## config.mk

```make
export PLATFORM = sky130hd
export DESIGN_NAME = arp
export DESIGN_NICKNAME = d
export VERILOG_FILES = /design/src/arp_pkg.sv /design/src/arp.sv /design/src/arp_tx.sv /design/src/arp_rx.sv /design/src/crc32_d8.sv
export SDC_FILE = /design/constraint.sdc
export NUM_CORES = 1
export LEC_CHECK = 0
export ABC_AREA = 0
export BUFFER_PORTS_ARGS = -buffer_cell sky130_fd_sc_hd__buf_4
export CAP_MARGIN = 20
export CORE_MARGIN = 2
export CORE_UTILIZATION = 61
export DETAILED_ROUTE_END_ITERATION = 7
export HOLD_SLACK_MARGIN = 0.03
export PLACE_DENSITY = 0.89
export SETUP_SLACK_MARGIN = 0.02
export SLEW_MARGIN = 20
export SYNTH_ARGS = -nofsm -noshare
export SYNTH_HDL_FRONTEND = slang
export SYNTH_SLANG_ARGS = --single-unit
```

## constraint.sdc

```tcl
create_clock -name gmii_clk -period 5.3 [get_ports gmii_clk]
set_input_delay 1.06 -clock gmii_clk [delete_from_list [all_inputs] [get_ports gmii_clk]]
set_output_delay 1.06 -clock gmii_clk [all_outputs]
set_load 0.01 [all_outputs]
```

## src/arp_pkg.sv

```systemverilog
package arp_pkg;

  // Board identity
  localparam logic [47:0] board_mac = 48'h12_34_56_78_9a_bc;
  localparam logic [31:0] board_ip  = {8'd192, 8'd168, 8'd1, 8'd10};

  // Ethernet and ARP field values
  localparam logic [15:0] eth_type_arp   = 16'h0806;
  localparam logic [15:0] arp_htype_eth  = 16'h0001;
  localparam logic [15:0] arp_ptype_ipv4 = 16'h0800;
  localparam logic [7:0]  arp_hlen       = 8'd6;   // MAC length in bytes
  localparam logic [7:0]  arp_plen       = 8'd4;   // IPv4 length in bytes
  localparam logic [15:0] arp_op_request = 16'h0001;
  localparam logic [15:0] arp_op_reply   = 16'h0002;

  // GMII framing
  localparam logic [7:0] preamble_byte = 8'h55;
  localparam logic [7:0] sfd_byte      = 8'hd5;
  localparam int         preamble_len  = 8;       // Seven preamble bytes plus SFD

  // Frame lengths, counted from the first byte after the SFD
  localparam int min_frame_len  = 60;  // Without FCS
  localparam int fcs_len        = 4;
  localparam int arp_end_offset = 41;  // Last byte of the target IP

  // Ethernet CRC-32, reflected form
  localparam logic [31:0] crc_init        = 32'hffff_ffff;
  localparam logic [31:0] crc_poly        = 32'hedb8_8320;
  localparam logic [31:0] crc_residue_xor = 32'hffff_ffff;

  // Peer learned from an accepted ARP frame
  typedef struct packed {
    logic [47:0] mac;
    logic [31:0] ip;
    logic        is_request;
  } arp_peer_t;

endpackage
```

## src/arp.sv

```systemverilog
`timescale 1ns/1ps

module arp (
  input  logic        gmii_clk,
  input  logic        arst_n,
  input  logic        gmii_rx_dv,
  input  logic [7:0]  gmii_rxd,
  output logic        gmii_tx_en,
  output logic [7:0]  gmii_txd,
  input  logic        arp_tx_sel,
  output logic        arp_tx_done,
  output logic        arp_tx_req,
  output logic        arp_working,
  output logic [47:0] dec_mac,     // Sender MAC of the last accepted frame
  output logic [31:0] dec_ip,      // Sender IP of the last accepted frame
  output logic        refresh
);

  arp_pkg::arp_peer_t peer;
  logic               peer_valid;
  logic               crc_en;
  logic               crc_clr;
  logic [31:0]        crc_data;

  arp_rx arp_rx_inst (
    .gmii_clk   (gmii_clk),
    .arst_n     (arst_n),
    .gmii_rx_dv (gmii_rx_dv),
    .gmii_rxd   (gmii_rxd),
    .peer       (peer),
    .peer_valid (peer_valid)
  );

  arp_tx arp_tx_inst (
    .gmii_clk    (gmii_clk),
    .arst_n      (arst_n),
    .peer        (peer),
    .peer_valid  (peer_valid),
    .arp_tx_sel  (arp_tx_sel),
    .arp_tx_req  (arp_tx_req),
    .arp_tx_done (arp_tx_done),
    .arp_working (arp_working),
    .gmii_tx_en  (gmii_tx_en),
    .gmii_txd    (gmii_txd),
    .crc_en      (crc_en),
    .crc_clr     (crc_clr),
    .crc_data    (crc_data)
  );

  crc32_d8 crc32_d8_inst (
    .gmii_clk (gmii_clk),
    .arst_n   (arst_n),
    .data     (gmii_txd),   // CRC runs over the transmitted bytes
    .crc_en   (crc_en),
    .crc_clr  (crc_clr),
    .crc_data (crc_data)
  );

  assign dec_mac = peer.mac;
  assign dec_ip  = peer.ip;
  assign refresh = peer_valid;

endmodule

```

## src/arp_tx.sv

```systemverilog
`timescale 1ns/1ps

module arp_tx (
  input  logic               gmii_clk,
  input  logic               arst_n,
  input  arp_pkg::arp_peer_t peer,
  input  logic               peer_valid,
  input  logic               arp_tx_sel,    // Grant from the arbiter
  output logic               arp_tx_req,
  output logic               arp_tx_done,
  output logic               arp_working,
  output logic               gmii_tx_en,
  output logic [7:0]         gmii_txd,
  output logic               crc_en,
  output logic               crc_clr,
  input  logic [31:0]        crc_data
);

  arp_pkg::arp_peer_t pend_q;  // is_request doubles as the pending flag
  logic [47:0] dst_mac;         // Requester being answered
  logic [31:0] dst_ip;
  logic        busy;
  logic        grant;
  logic [6:0]  idx;             // Index of the byte on gmii_txd
  logic [6:0]  next_idx;
  logic [6:0]  hdr_idx;
  logic [7:0]  txd_q;
  logic [7:0]  next_byte;
  logic        fcs_phase;
  logic [1:0]  fcs_sel;
  logic [(arp_pkg::arp_end_offset+1)*8-1:0] frame_hdr;

  assign grant       = arp_tx_req & arp_tx_sel;
  assign arp_tx_req  = pend_q.is_request & ~busy;
  assign arp_working = busy | grant;

  // Newest request wins the single slot
  always_ff @(posedge gmii_clk or negedge arst_n) begin
    if (!arst_n) begin
      pend_q <= '0;
    end else begin
      if (grant) begin
        pend_q.is_request <= 1'b0;
      end
      if (peer_valid && peer.is_request) begin
        pend_q <= peer;
      end
    end
  end

  always_ff @(posedge gmii_clk) begin
    if (grant) begin
      dst_mac <= pend_q.mac;
      dst_ip  <= pend_q.ip;
    end
  end

  // Ethernet header and ARP reply body, byte 0 in the top bits
  assign frame_hdr = {dst_mac, arp_pkg::board_mac, arp_pkg::eth_type_arp,
                      arp_pkg::arp_htype_eth, arp_pkg::arp_ptype_ipv4,
                      arp_pkg::arp_hlen, arp_pkg::arp_plen, arp_pkg::arp_op_reply,
                      arp_pkg::board_mac, arp_pkg::board_ip, dst_mac, dst_ip};

  assign next_idx = idx + 7'd1;

  always_comb begin
    hdr_idx   = next_idx - 7'(arp_pkg::preamble_len);
    next_byte = 8'h00;  // Padding and idle
    if (next_idx < 7'(arp_pkg::preamble_len - 1)) begin
      next_byte = arp_pkg::preamble_byte;
    end else if (next_idx == 7'(arp_pkg::preamble_len - 1)) begin
      next_byte = arp_pkg::sfd_byte;
    end else if (hdr_idx <= 7'(arp_pkg::arp_end_offset)) begin
      next_byte = frame_hdr[8*(arp_pkg::arp_end_offset - hdr_idx) +: 8];
    end
  end

  always_ff @(posedge gmii_clk or negedge arst_n) begin
    if (!arst_n) begin
      busy        <= 1'b0;
      gmii_tx_en  <= 1'b0;
      arp_tx_done <= 1'b0;
      idx         <= '0;
      txd_q       <= '0;
    end else begin
      arp_tx_done <= 1'b0;
      if (grant) begin
        busy       <= 1'b1;
        gmii_tx_en <= 1'b1;
        idx        <= '0;
        txd_q      <= arp_pkg::preamble_byte;
      end else if (gmii_tx_en) begin
        txd_q <= next_byte;
        if (idx == 7'(arp_pkg::preamble_len + arp_pkg::min_frame_len +
                      arp_pkg::fcs_len - 1)) begin
          gmii_tx_en  <= 1'b0;
          arp_tx_done <= 1'b1;
        end else begin
          idx <= next_idx;
        end
      end else if (arp_tx_done) begin
        busy <= 1'b0;  // Free after the done cycle
      end
    end
  end

  // FCS comes straight from the CRC engine, which settles after the last frame byte
  assign fcs_phase = gmii_tx_en &&
                     idx >= 7'(arp_pkg::preamble_len + arp_pkg::min_frame_len);
  assign fcs_sel   = 2'(idx - 7'(arp_pkg::preamble_len + arp_pkg::min_frame_len));
  assign gmii_txd  = fcs_phase ? crc_data[8*fcs_sel +: 8] : txd_q;

  assign crc_clr = gmii_tx_en && idx < 7'(arp_pkg::preamble_len);
  assign crc_en  = gmii_tx_en && !crc_clr && !fcs_phase;

  tx_within_working: assert property (
    @(posedge gmii_clk) disable iff (!arst_n) gmii_tx_en |-> arp_working
  ) else $error("arp_tx: gmii_tx_en outside arp_working");

  req_held_to_grant: assert property (
    @(posedge gmii_clk) disable iff (!arst_n) $fell(arp_tx_req) |-> $past(arp_tx_sel)
  ) else $error("arp_tx: arp_tx_req dropped without a grant");

endmodule

```

## src/arp_rx.sv

```systemverilog
`timescale 1ns/1ps

module arp_rx (
  input  logic               gmii_clk,
  input  logic               arst_n,
  input  logic               gmii_rx_dv,
  input  logic [7:0]         gmii_rxd,
  output arp_pkg::arp_peer_t peer,        // Last accepted sender
  output logic               peer_valid   // One cycle per accepted frame
);

  logic        pre_seen;        // Previous byte was preamble
  logic        in_frame;
  logic [5:0]  cnt;             // Byte index after the SFD
  logic        field_ok;
  logic        bcast_ok;
  logic        board_ok;
  logic [15:0] opcode;
  logic [47:0] sender_mac;
  logic [31:0] sender_ip;
  logic [7:0]  exp_byte;
  logic        chk;
  logic        byte_mismatch;
  logic        accept;

  // Expected value of the byte at cnt
  always_comb begin
    exp_byte = 8'h00;
    case (cnt)
      6'd0:    exp_byte = arp_pkg::board_mac[47:40];
      6'd1:    exp_byte = arp_pkg::board_mac[39:32];
      6'd2:    exp_byte = arp_pkg::board_mac[31:24];
      6'd3:    exp_byte = arp_pkg::board_mac[23:16];
      6'd4:    exp_byte = arp_pkg::board_mac[15:8];
      6'd5:    exp_byte = arp_pkg::board_mac[7:0];
      6'd12:   exp_byte = arp_pkg::eth_type_arp[15:8];
      6'd13:   exp_byte = arp_pkg::eth_type_arp[7:0];
      6'd14:   exp_byte = arp_pkg::arp_htype_eth[15:8];
      6'd15:   exp_byte = arp_pkg::arp_htype_eth[7:0];
      6'd16:   exp_byte = arp_pkg::arp_ptype_ipv4[15:8];
      6'd17:   exp_byte = arp_pkg::arp_ptype_ipv4[7:0];
      6'd18:   exp_byte = arp_pkg::arp_hlen;
      6'd19:   exp_byte = arp_pkg::arp_plen;
      6'd38:   exp_byte = arp_pkg::board_ip[31:24];
      6'd39:   exp_byte = arp_pkg::board_ip[23:16];
      6'd40:   exp_byte = arp_pkg::board_ip[15:8];
      6'd41:   exp_byte = arp_pkg::board_ip[7:0];
      default: exp_byte = 8'h00;
    endcase
  end

  // EtherType through PLEN, and the target IP
  assign chk = (cnt >= 6'd12 && cnt <= 6'd19) || cnt >= 6'd38;
  assign byte_mismatch = chk && (gmii_rxd != exp_byte);

  assign accept = field_ok && !byte_mismatch && (bcast_ok || board_ok) &&
                  (opcode == arp_pkg::arp_op_request || opcode == arp_pkg::arp_op_reply);

  always_ff @(posedge gmii_clk or negedge arst_n) begin
    if (!arst_n) begin
      pre_seen   <= 1'b0;
      in_frame   <= 1'b0;
      cnt        <= '0;
      field_ok   <= 1'b0;
      bcast_ok   <= 1'b0;
      board_ok   <= 1'b0;
      peer       <= '0;
      peer_valid <= 1'b0;
    end else begin
      peer_valid <= 1'b0;
      if (!gmii_rx_dv) begin
        pre_seen <= 1'b0;
        in_frame <= 1'b0;
      end else if (!in_frame) begin
        pre_seen <= (gmii_rxd == arp_pkg::preamble_byte);
        if (pre_seen && gmii_rxd == arp_pkg::sfd_byte) begin
          in_frame <= 1'b1;
          cnt      <= '0;
          field_ok <= 1'b1;
          bcast_ok <= 1'b1;
          board_ok <= 1'b1;
        end
      end else if (cnt <= 6'(arp_pkg::arp_end_offset)) begin
        cnt <= cnt + 6'd1;  // Stops one past the target IP
        if (byte_mismatch) begin
          field_ok <= 1'b0;
        end
        if (cnt < 6'd6) begin
          if (gmii_rxd != 8'hff) begin
            bcast_ok <= 1'b0;
          end
          if (gmii_rxd != exp_byte) begin
            board_ok <= 1'b0;
          end
        end
        if (cnt == 6'(arp_pkg::arp_end_offset) && accept) begin
          peer.mac        <= sender_mac;
          peer.ip         <= sender_ip;
          peer.is_request <= (opcode == arp_pkg::arp_op_request);
          peer_valid      <= 1'b1;
        end
      end
    end
  end

  // Shadow copies of the sender fields
  always_ff @(posedge gmii_clk) begin
    if (gmii_rx_dv && in_frame) begin
      if (cnt == 6'd20 || cnt == 6'd21) begin
        opcode <= {opcode[7:0], gmii_rxd};
      end
      if (cnt >= 6'd22 && cnt <= 6'd27) begin
        sender_mac <= {sender_mac[39:0], gmii_rxd};
      end
      if (cnt >= 6'd28 && cnt <= 6'd31) begin
        sender_ip <= {sender_ip[23:0], gmii_rxd};
      end
    end
  end

  single_refresh: assert property (
    @(posedge gmii_clk) disable iff (!arst_n) peer_valid |=> !peer_valid
  ) else $error("arp_rx: peer_valid held for two cycles");

endmodule

```

## src/crc32_d8.sv

```systemverilog
`timescale 1ns/1ps

module crc32_d8 (
  input  logic        gmii_clk,
  input  logic        arst_n,
  input  logic [7:0]  data,      // Byte being sent
  input  logic        crc_en,    // Fold data into the remainder
  input  logic        crc_clr,   // Restart from the initial value
  output logic [31:0] crc_data   // FCS, low byte goes out first
);

  logic [31:0] crc_q;
  logic [31:0] crc_d;

  // One byte, LSB first, through the reflected polynomial
  always_comb begin
    crc_d = crc_q;
    for (int i = 0; i < 8; i++) begin
      if (crc_d[0] ^ data[i]) begin
        crc_d = (crc_d >> 1) ^ arp_pkg::crc_poly;
      end else begin
        crc_d = crc_d >> 1;
      end
    end
  end

  always_ff @(posedge gmii_clk or negedge arst_n) begin
    if (!arst_n) begin
      crc_q <= arp_pkg::crc_init;
    end else if (crc_clr) begin
      crc_q <= arp_pkg::crc_init;
    end else if (crc_en) begin
      crc_q <= crc_d;
    end
  end

  // Reflected register is already in wire bit order
  assign crc_data = crc_q ^ arp_pkg::crc_residue_xor;

  // The generator clears only during the preamble and folds only frame bytes
  clr_en_exclusive: assert property (
    @(posedge gmii_clk) disable iff (!arst_n) !(crc_en && crc_clr)
  ) else $error("crc32_d8: clear and enable high together");

endmodule

```

Word-level counts from Yosys, hierarchy flattened. Memory sizes are Yosys's and may differ from the RTL's. Cells that the tools add are included.

Register bits: 400. Bits in latches: 0. Memory bits (writable): 0. ROM bits: 512. Input port bits: 12. Output and inout bits: 93. Logic and storage cells: 176. Memories: 1.

Add/sub/neg operators: 5. $mul: 0. Div/mod/pow operators: 0. Order comparisons: 13. Eq/ne operators: 19. Shift operators: 2. Muxes and demuxes: 54. Bitwise gates (word level): 21. Reductions and logical operators: 37.

Memories: (name not given) (depth 64, width 8, read ports 1, clocked after Yosys merged registers in 0, write ports 0, RTL line arp_rx.sv:29) `case (cnt)`.

Operators with widths (number): $shiftx A336 B33 Y8 (1); $mux W32 (10); $not A13 Y14 (8); $mux W8 (6); $mux W1 (32); $not A32 Y32 (1); $shiftx A32 B6 Y8 (1); $mux W7 (3); $le A6 B5 Y1 const B (3); $mux W6 (3); $eq A16 B1 Y1 const B (1); $eq A16 B2 Y1 const B (1); $logic_and A1 B1 Y1 (15); $ne A2 B2 Y1 const B (7); $eq A6 B5 Y1 const B (2); $ge A6 B5 Y1 const B (2); $reduce_and A2 Y1 (5); $reduce_and A5 Y1 (2); $reduce_bool A2 Y1 (5); $eq A8 B7 Y1 const B (1); $eq A8 B8 Y1 const B (1); $ne A8 B8 Y1 (1); $ne A8 B8 Y1 const B (1); $reduce_and A4 Y1 (2); other kinds (24) (37).

Depth between registers and ports, before layout.
Depth after elaboration: 21. Depth in mapped cells: 18. Gate-level depth less buffers: 13.

Hierarchy. Synthesis repeated with hierarchy kept, for this count alone.

Cell total of the unflattened synthesis: 1223. Area, all modules: 17799.6 um^2.

Modules (own cells, without submodules): arp_tx (times used 1, cells each 599, area an instance 8280.4 um^2, sequential area each 4879.7 um^2); arp_rx (times used 1, cells each 411, area an instance 7357.1 um^2, sequential area each 5210.0 um^2); crc32_d8 (times used 1, cells each 213, area an instance 2162.1 um^2, sequential area each 840.8 um^2).

Least setup slack after synthesis. No wires, ideal clock.

Path type: register -> register. Start point: reg arp_tx_inst.idx[0]. End point: reg arp_tx_inst.txd_q[4]. Setup time: 99 ps. Data arrival time: 4036 ps. Required time: 5201 ps. Slack: 1165 ps. Stages on the path, launching flop included: 16. Path buffers: 6. Clock period less this slack: 4135 ps. Path through: dfrtp_1 buf_2 buf_4 buf_1 clkinv_1 ha_1 clkbuf_1 inv_1 ha_1 clkbuf_1 inv_1 clkbuf_1 nand2_1 o32ai_1 nand2_1 a311oi_1.

Cells in the longest elaborated chain, start to end: 9. Elaborated cells between the ends (all ways): 12. Those cells by class: add/sub (3); order compare (2); eq/ne (1); shift (1); mux (5).

Ends and longest elaborated chain: from (decl) (RTL line arp_tx.sv:24) `logic [6:0] idx;`; from (signal assigned) (RTL line arp_tx.sv:99) `idx <= next_idx;`; $add A7 B1 Y7 (*) (RTL line arp_tx.sv:64) `assign next_idx = idx + 7'd1;`; $sub A7 B4 Y7 (RTL line arp_tx.sv:67) `hdr_idx = next_idx - 7'(arp_pkg::preamble_len);`; $sub A6 B7 Y8 (RTL line arp_tx.sv:74) `next_byte = frame_hdr[8*(arp_pkg::arp_end_offset - hdr_idx) +: 8];`; $shiftx A336 B33 Y8 (RTL line arp_tx.sv:74); $mux W8 (RTL line arp_tx.sv:73) `end else if (hdr_idx <= 7'(arp_pkg::arp_end_offset)) begin`; $mux W8 (RTL line arp_tx.sv:71) `end else if (next_idx == 7'(arp_pkg::preamble_len - 1)) begin`; $mux W8 (*) (RTL line arp_tx.sv:69) `if (next_idx < 7'(arp_pkg::preamble_len - 1)) begin`; $mux W8 (*) (RTL line arp_tx.sv:92) `end else if (gmii_tx_en) begin`; $mux W8 (*) (RTL line arp_tx.sv:87) `if (grant) begin`; to (signal assigned) (RTL line arp_tx.sv:91) `txd_q <= arp_pkg::preamble_byte;`; to (signal assigned) (RTL line arp_tx.sv:93) `txd_q <= next_byte;`; to (decl) (RTL line arp_tx.sv:27) `logic [7:0] txd_q;`.

Every way passes the cells marked *; elsewhere a longest branch is shown, timed or not. The select of a mux whose other input is x is not followed. A chain may end at the register's enable or synchronous reset.

Final worst setup path.
Start point: reg arp_tx_inst.idx[1]. End point: reg arp_tx_inst.txd_q[6].

Same word-level chain as after synthesis.

==> run summary <==
First-pass DRT Iterations = 5
Inst Count DP = 1,613
WL/cell = 22.3 µm
synth unique cells = 71
Antenna Cells = 0
# resized after CTS = 0
RSZ-0062 raised after global routing = false
Post-synth EDFFs = 176
top cell type's share of synthesized area = 0.300
die footprint = 30,300 µm²
initial antenna violation count = 0
die width = 174 µm
CP max FO = 17
Final Cell Area = 19,500 µm²
ys flop type = dfrtp_1
ANT nets after route = 0
Place WS = 1.04 ns
Final Max Tran Viols = 0
I/O Buffers = 104
syn avg cell area = 14.1 µm²
Reg2Reg Depth = 13
Area growth syn-to-layout = 10.7%
worst r2r src = arp_tx_inst.idx[1]
total grt overflow = 0
CTS tree = done
# DRC = 0
area leader, netlist = edfxtp_1
Fin. Hold Viols = 0
Hold Buf Count CTS = 0
clock insertion delay at the later pin of the skew report = 0.53 ns
Vias = 10,100
fin nets = 1,296
hold path cells = 0
Worst Tran Pin Value = 0.971 ns
Ports = 105
delay-heaviest family, CP = simple AND/OR/NAND/NOR gates
clock buffer depth = 3
Worst setup SP type = flip-flop
Std-Cell Rows = 62
first-pass GRT wire length = 60,300 µm
commonest non-fill, non-tap cells in the layout = 191 x dfrtp_1, 176 x edfxtp_1, 164 x mux2_2, 119 x buf_4, 64 x a21oi_1
R2R setup slack = 0.91 ns
total core area = 28,500 µm²
Reg clk slew, reported paths = 0.07 ns
Total Routed Length = 37,700 µm
minimum clock period = 4.39 ns
Final setup violation count = 0
initial DRC count = 878
Root Buffer = clkbuf_16
number of global-route vias before repair = 10,500
CP Cell Sequence = ha_1 -> nand3_1 -> xor2_1 -> inv_1 -> ha_1 -> a21oi_1 -> xnor2_1 -> or3_1 -> o31ai_1 -> nand2_1 -> nor2_1 -> nand3_1 -> a31oi_1
Area after DPL = 18,200 µm²
final design utilization = 0.683
fmax = 228 MHz
# Post-CTS Setup Buffers = 0
Max Cap Violations = 0
WP data required = 5.74 ns
r2r endpoint = arp_tx_inst.txd_q[6]
top cells by area, synth = edfxtp_1 30%, dfrtp_1 27%, mux2_2 10%, dfstp_2 4.8%, buf_4 3.5%
total power divided by cell area = 656 nW/µm²
worst IR drop on VDD = 0.506 mV
HPWL Detailed = 24,400 µm
Slew headroom = 0.336
htree depth = 2
Layout Cells excl Fill = 1,687
status = complete, no violations
Data arrival, critical path = 4.84 ns
slowest CP cell = dfrtp_1
Placer Congestion = 0.876
Leak = 8.07 nW
mapped cell area = 17,600 µm²
Total GRT Usage = 0.255
yosys synthesis warning count = 0
Worst Min Path Start = arp_tx_inst.pend_q[19]
final setup margin = 0.909 ns
syn nets = 1,277
sequential share of the synthesized area = 0.620
#FFs+latches synth = 400
initial core utilization = 0.617
fraction of layout cells with a size suffix above 1 = 0.328
async set or reset register ratio after synthesis = 0.560
slowest stage delay, CP = 0.78 ns
clk sinks = 400
via density per instance = 6.01
Crit path buffers/inverters = 1
hold path endpoint = arp_tx_inst.dst_ip[18]
most common cell after layout, fill and taps aside = dfrtp_1
Setup crit end kind = flip-flop
post-synthesis cell count = 1,252
setup_tns = 0 ns
CTS Buf Count = 40
largest net degree at the start of global routing = 100
critical path class = flip-flop to flip-flop
Post-Route Skew = 0.0149 ns
Die H = 174 µm
period utilization = 0.829
worst hold-check path type = flip-flop to flip-flop
## worst max path at each step
stage,startpoint,endpoint,slack (ns),cells after the start
2_1_floorplan,arp_tx_inst.idx[0],arp_tx_inst.txd_q[4],1.16,15
3_3_place_gp,arp_tx_inst.idx[1],arp_tx_inst.txd_q[6],1.21,13
3_5_place_dp,arp_tx_inst.idx[1],arp_tx_inst.txd_q[6],1.04,13
4_1_cts,arp_tx_inst.idx[1],arp_tx_inst.txd_q[6],1.02,13
5_1_grt,arp_tx_inst.idx[1],arp_tx_inst.txd_q[6],0.60,13
6_report,arp_tx_inst.idx[1],arp_tx_inst.txd_q[6],0.91,13
## cell usage after synthesis (all sizes together) (32+ instances only)
master,number
dfstp,32
dfrtp,192
clkbuf,41
a21oi,66
xnor2,61
nor2,61
buf,102
mux2,164
o21ai,39
nand2,55
edfxtp,176
xor2,33
## sequential cells by signal (all words and copies together), names as in the netlist, 6 cells and up
| register | count |
|---|---|
| arp_rx_inst.sender_mac | 48 |
| arp_rx_inst.peer | 81 |
| arp_tx_inst.pend_q | 81 |
| crc32_d8_inst.crc_q | 32 |
| arp_tx_inst.idx | 7 |
| arp_rx_inst.opcode | 16 |
| arp_rx_inst.cnt | 6 |
| arp_tx_inst.txd_q | 8 |
| arp_tx_inst.dst_ip | 32 |
| arp_rx_inst.sender_ip | 32 |
| arp_tx_inst.dst_mac | 48 |
## power breakdown
group	internal [mW]	total (mW)	switching, mW
clock	1.68	2.86	1.18
combinational	2.55	6.03	3.48
sequential	3.62	3.90	0.281
total	7.85	12.8	4.94
## worst reg2reg max path, delay by kind of cell, from the launching register on
family	cells	cell delay [ns]
DFF	1	0.78
xor gates and xnor gates	2	0.56
AOI/OAI and AO/OA	3	1.08
and+or+nand+nor	5	1.11
buffers and inverters	1	0.08
adders and majority gates	2	0.70
## cell families after synthesis
group	count (synthesis)	share of synthesized area
DFF	400	0.620
and+or+nand+nor	209	0.0570
muxes	196	0.138
AOI/OAI and AO/OA	178	0.0638
buffers and inverters	160	0.0541
xor gates and xnor gates	96	0.0574
adders and majority gates	13	0.00923
## per-layer routing
metal | vias to the layer above | track usage | wire [µm]
met1 | 5171 | 0.346 | 15400
met5 | - | 0 | 0
met4 | 0 | 0.0739 | 1040
met2 | 360 | 0.432 | 19200
met3 | 86 | 0.0376 | 2030
li1 | 4514 | - | -
## metrics by stage
stage	hold WS [ns]	total power [mW]
6_report	0.440	12.8
5_1_grt	0.447	13.5
3_5_place_dp	0.428	9.90
3_3_place_gp	0.422	9.81
4_1_cts	0.440	12.8
2_1_floorplan	0.419	8.58
## final cells by class
type                       instances  area (µm²)
sequential                       400       10900
timing repair buffer             120         908
clock buffer                      52        1110
fill                            1914        9040
tap                              384         480
clock inverter                    22         235
inverter                          17        65.1
multi-input combinational        692        5780
(Power assumes the default switching activity.)
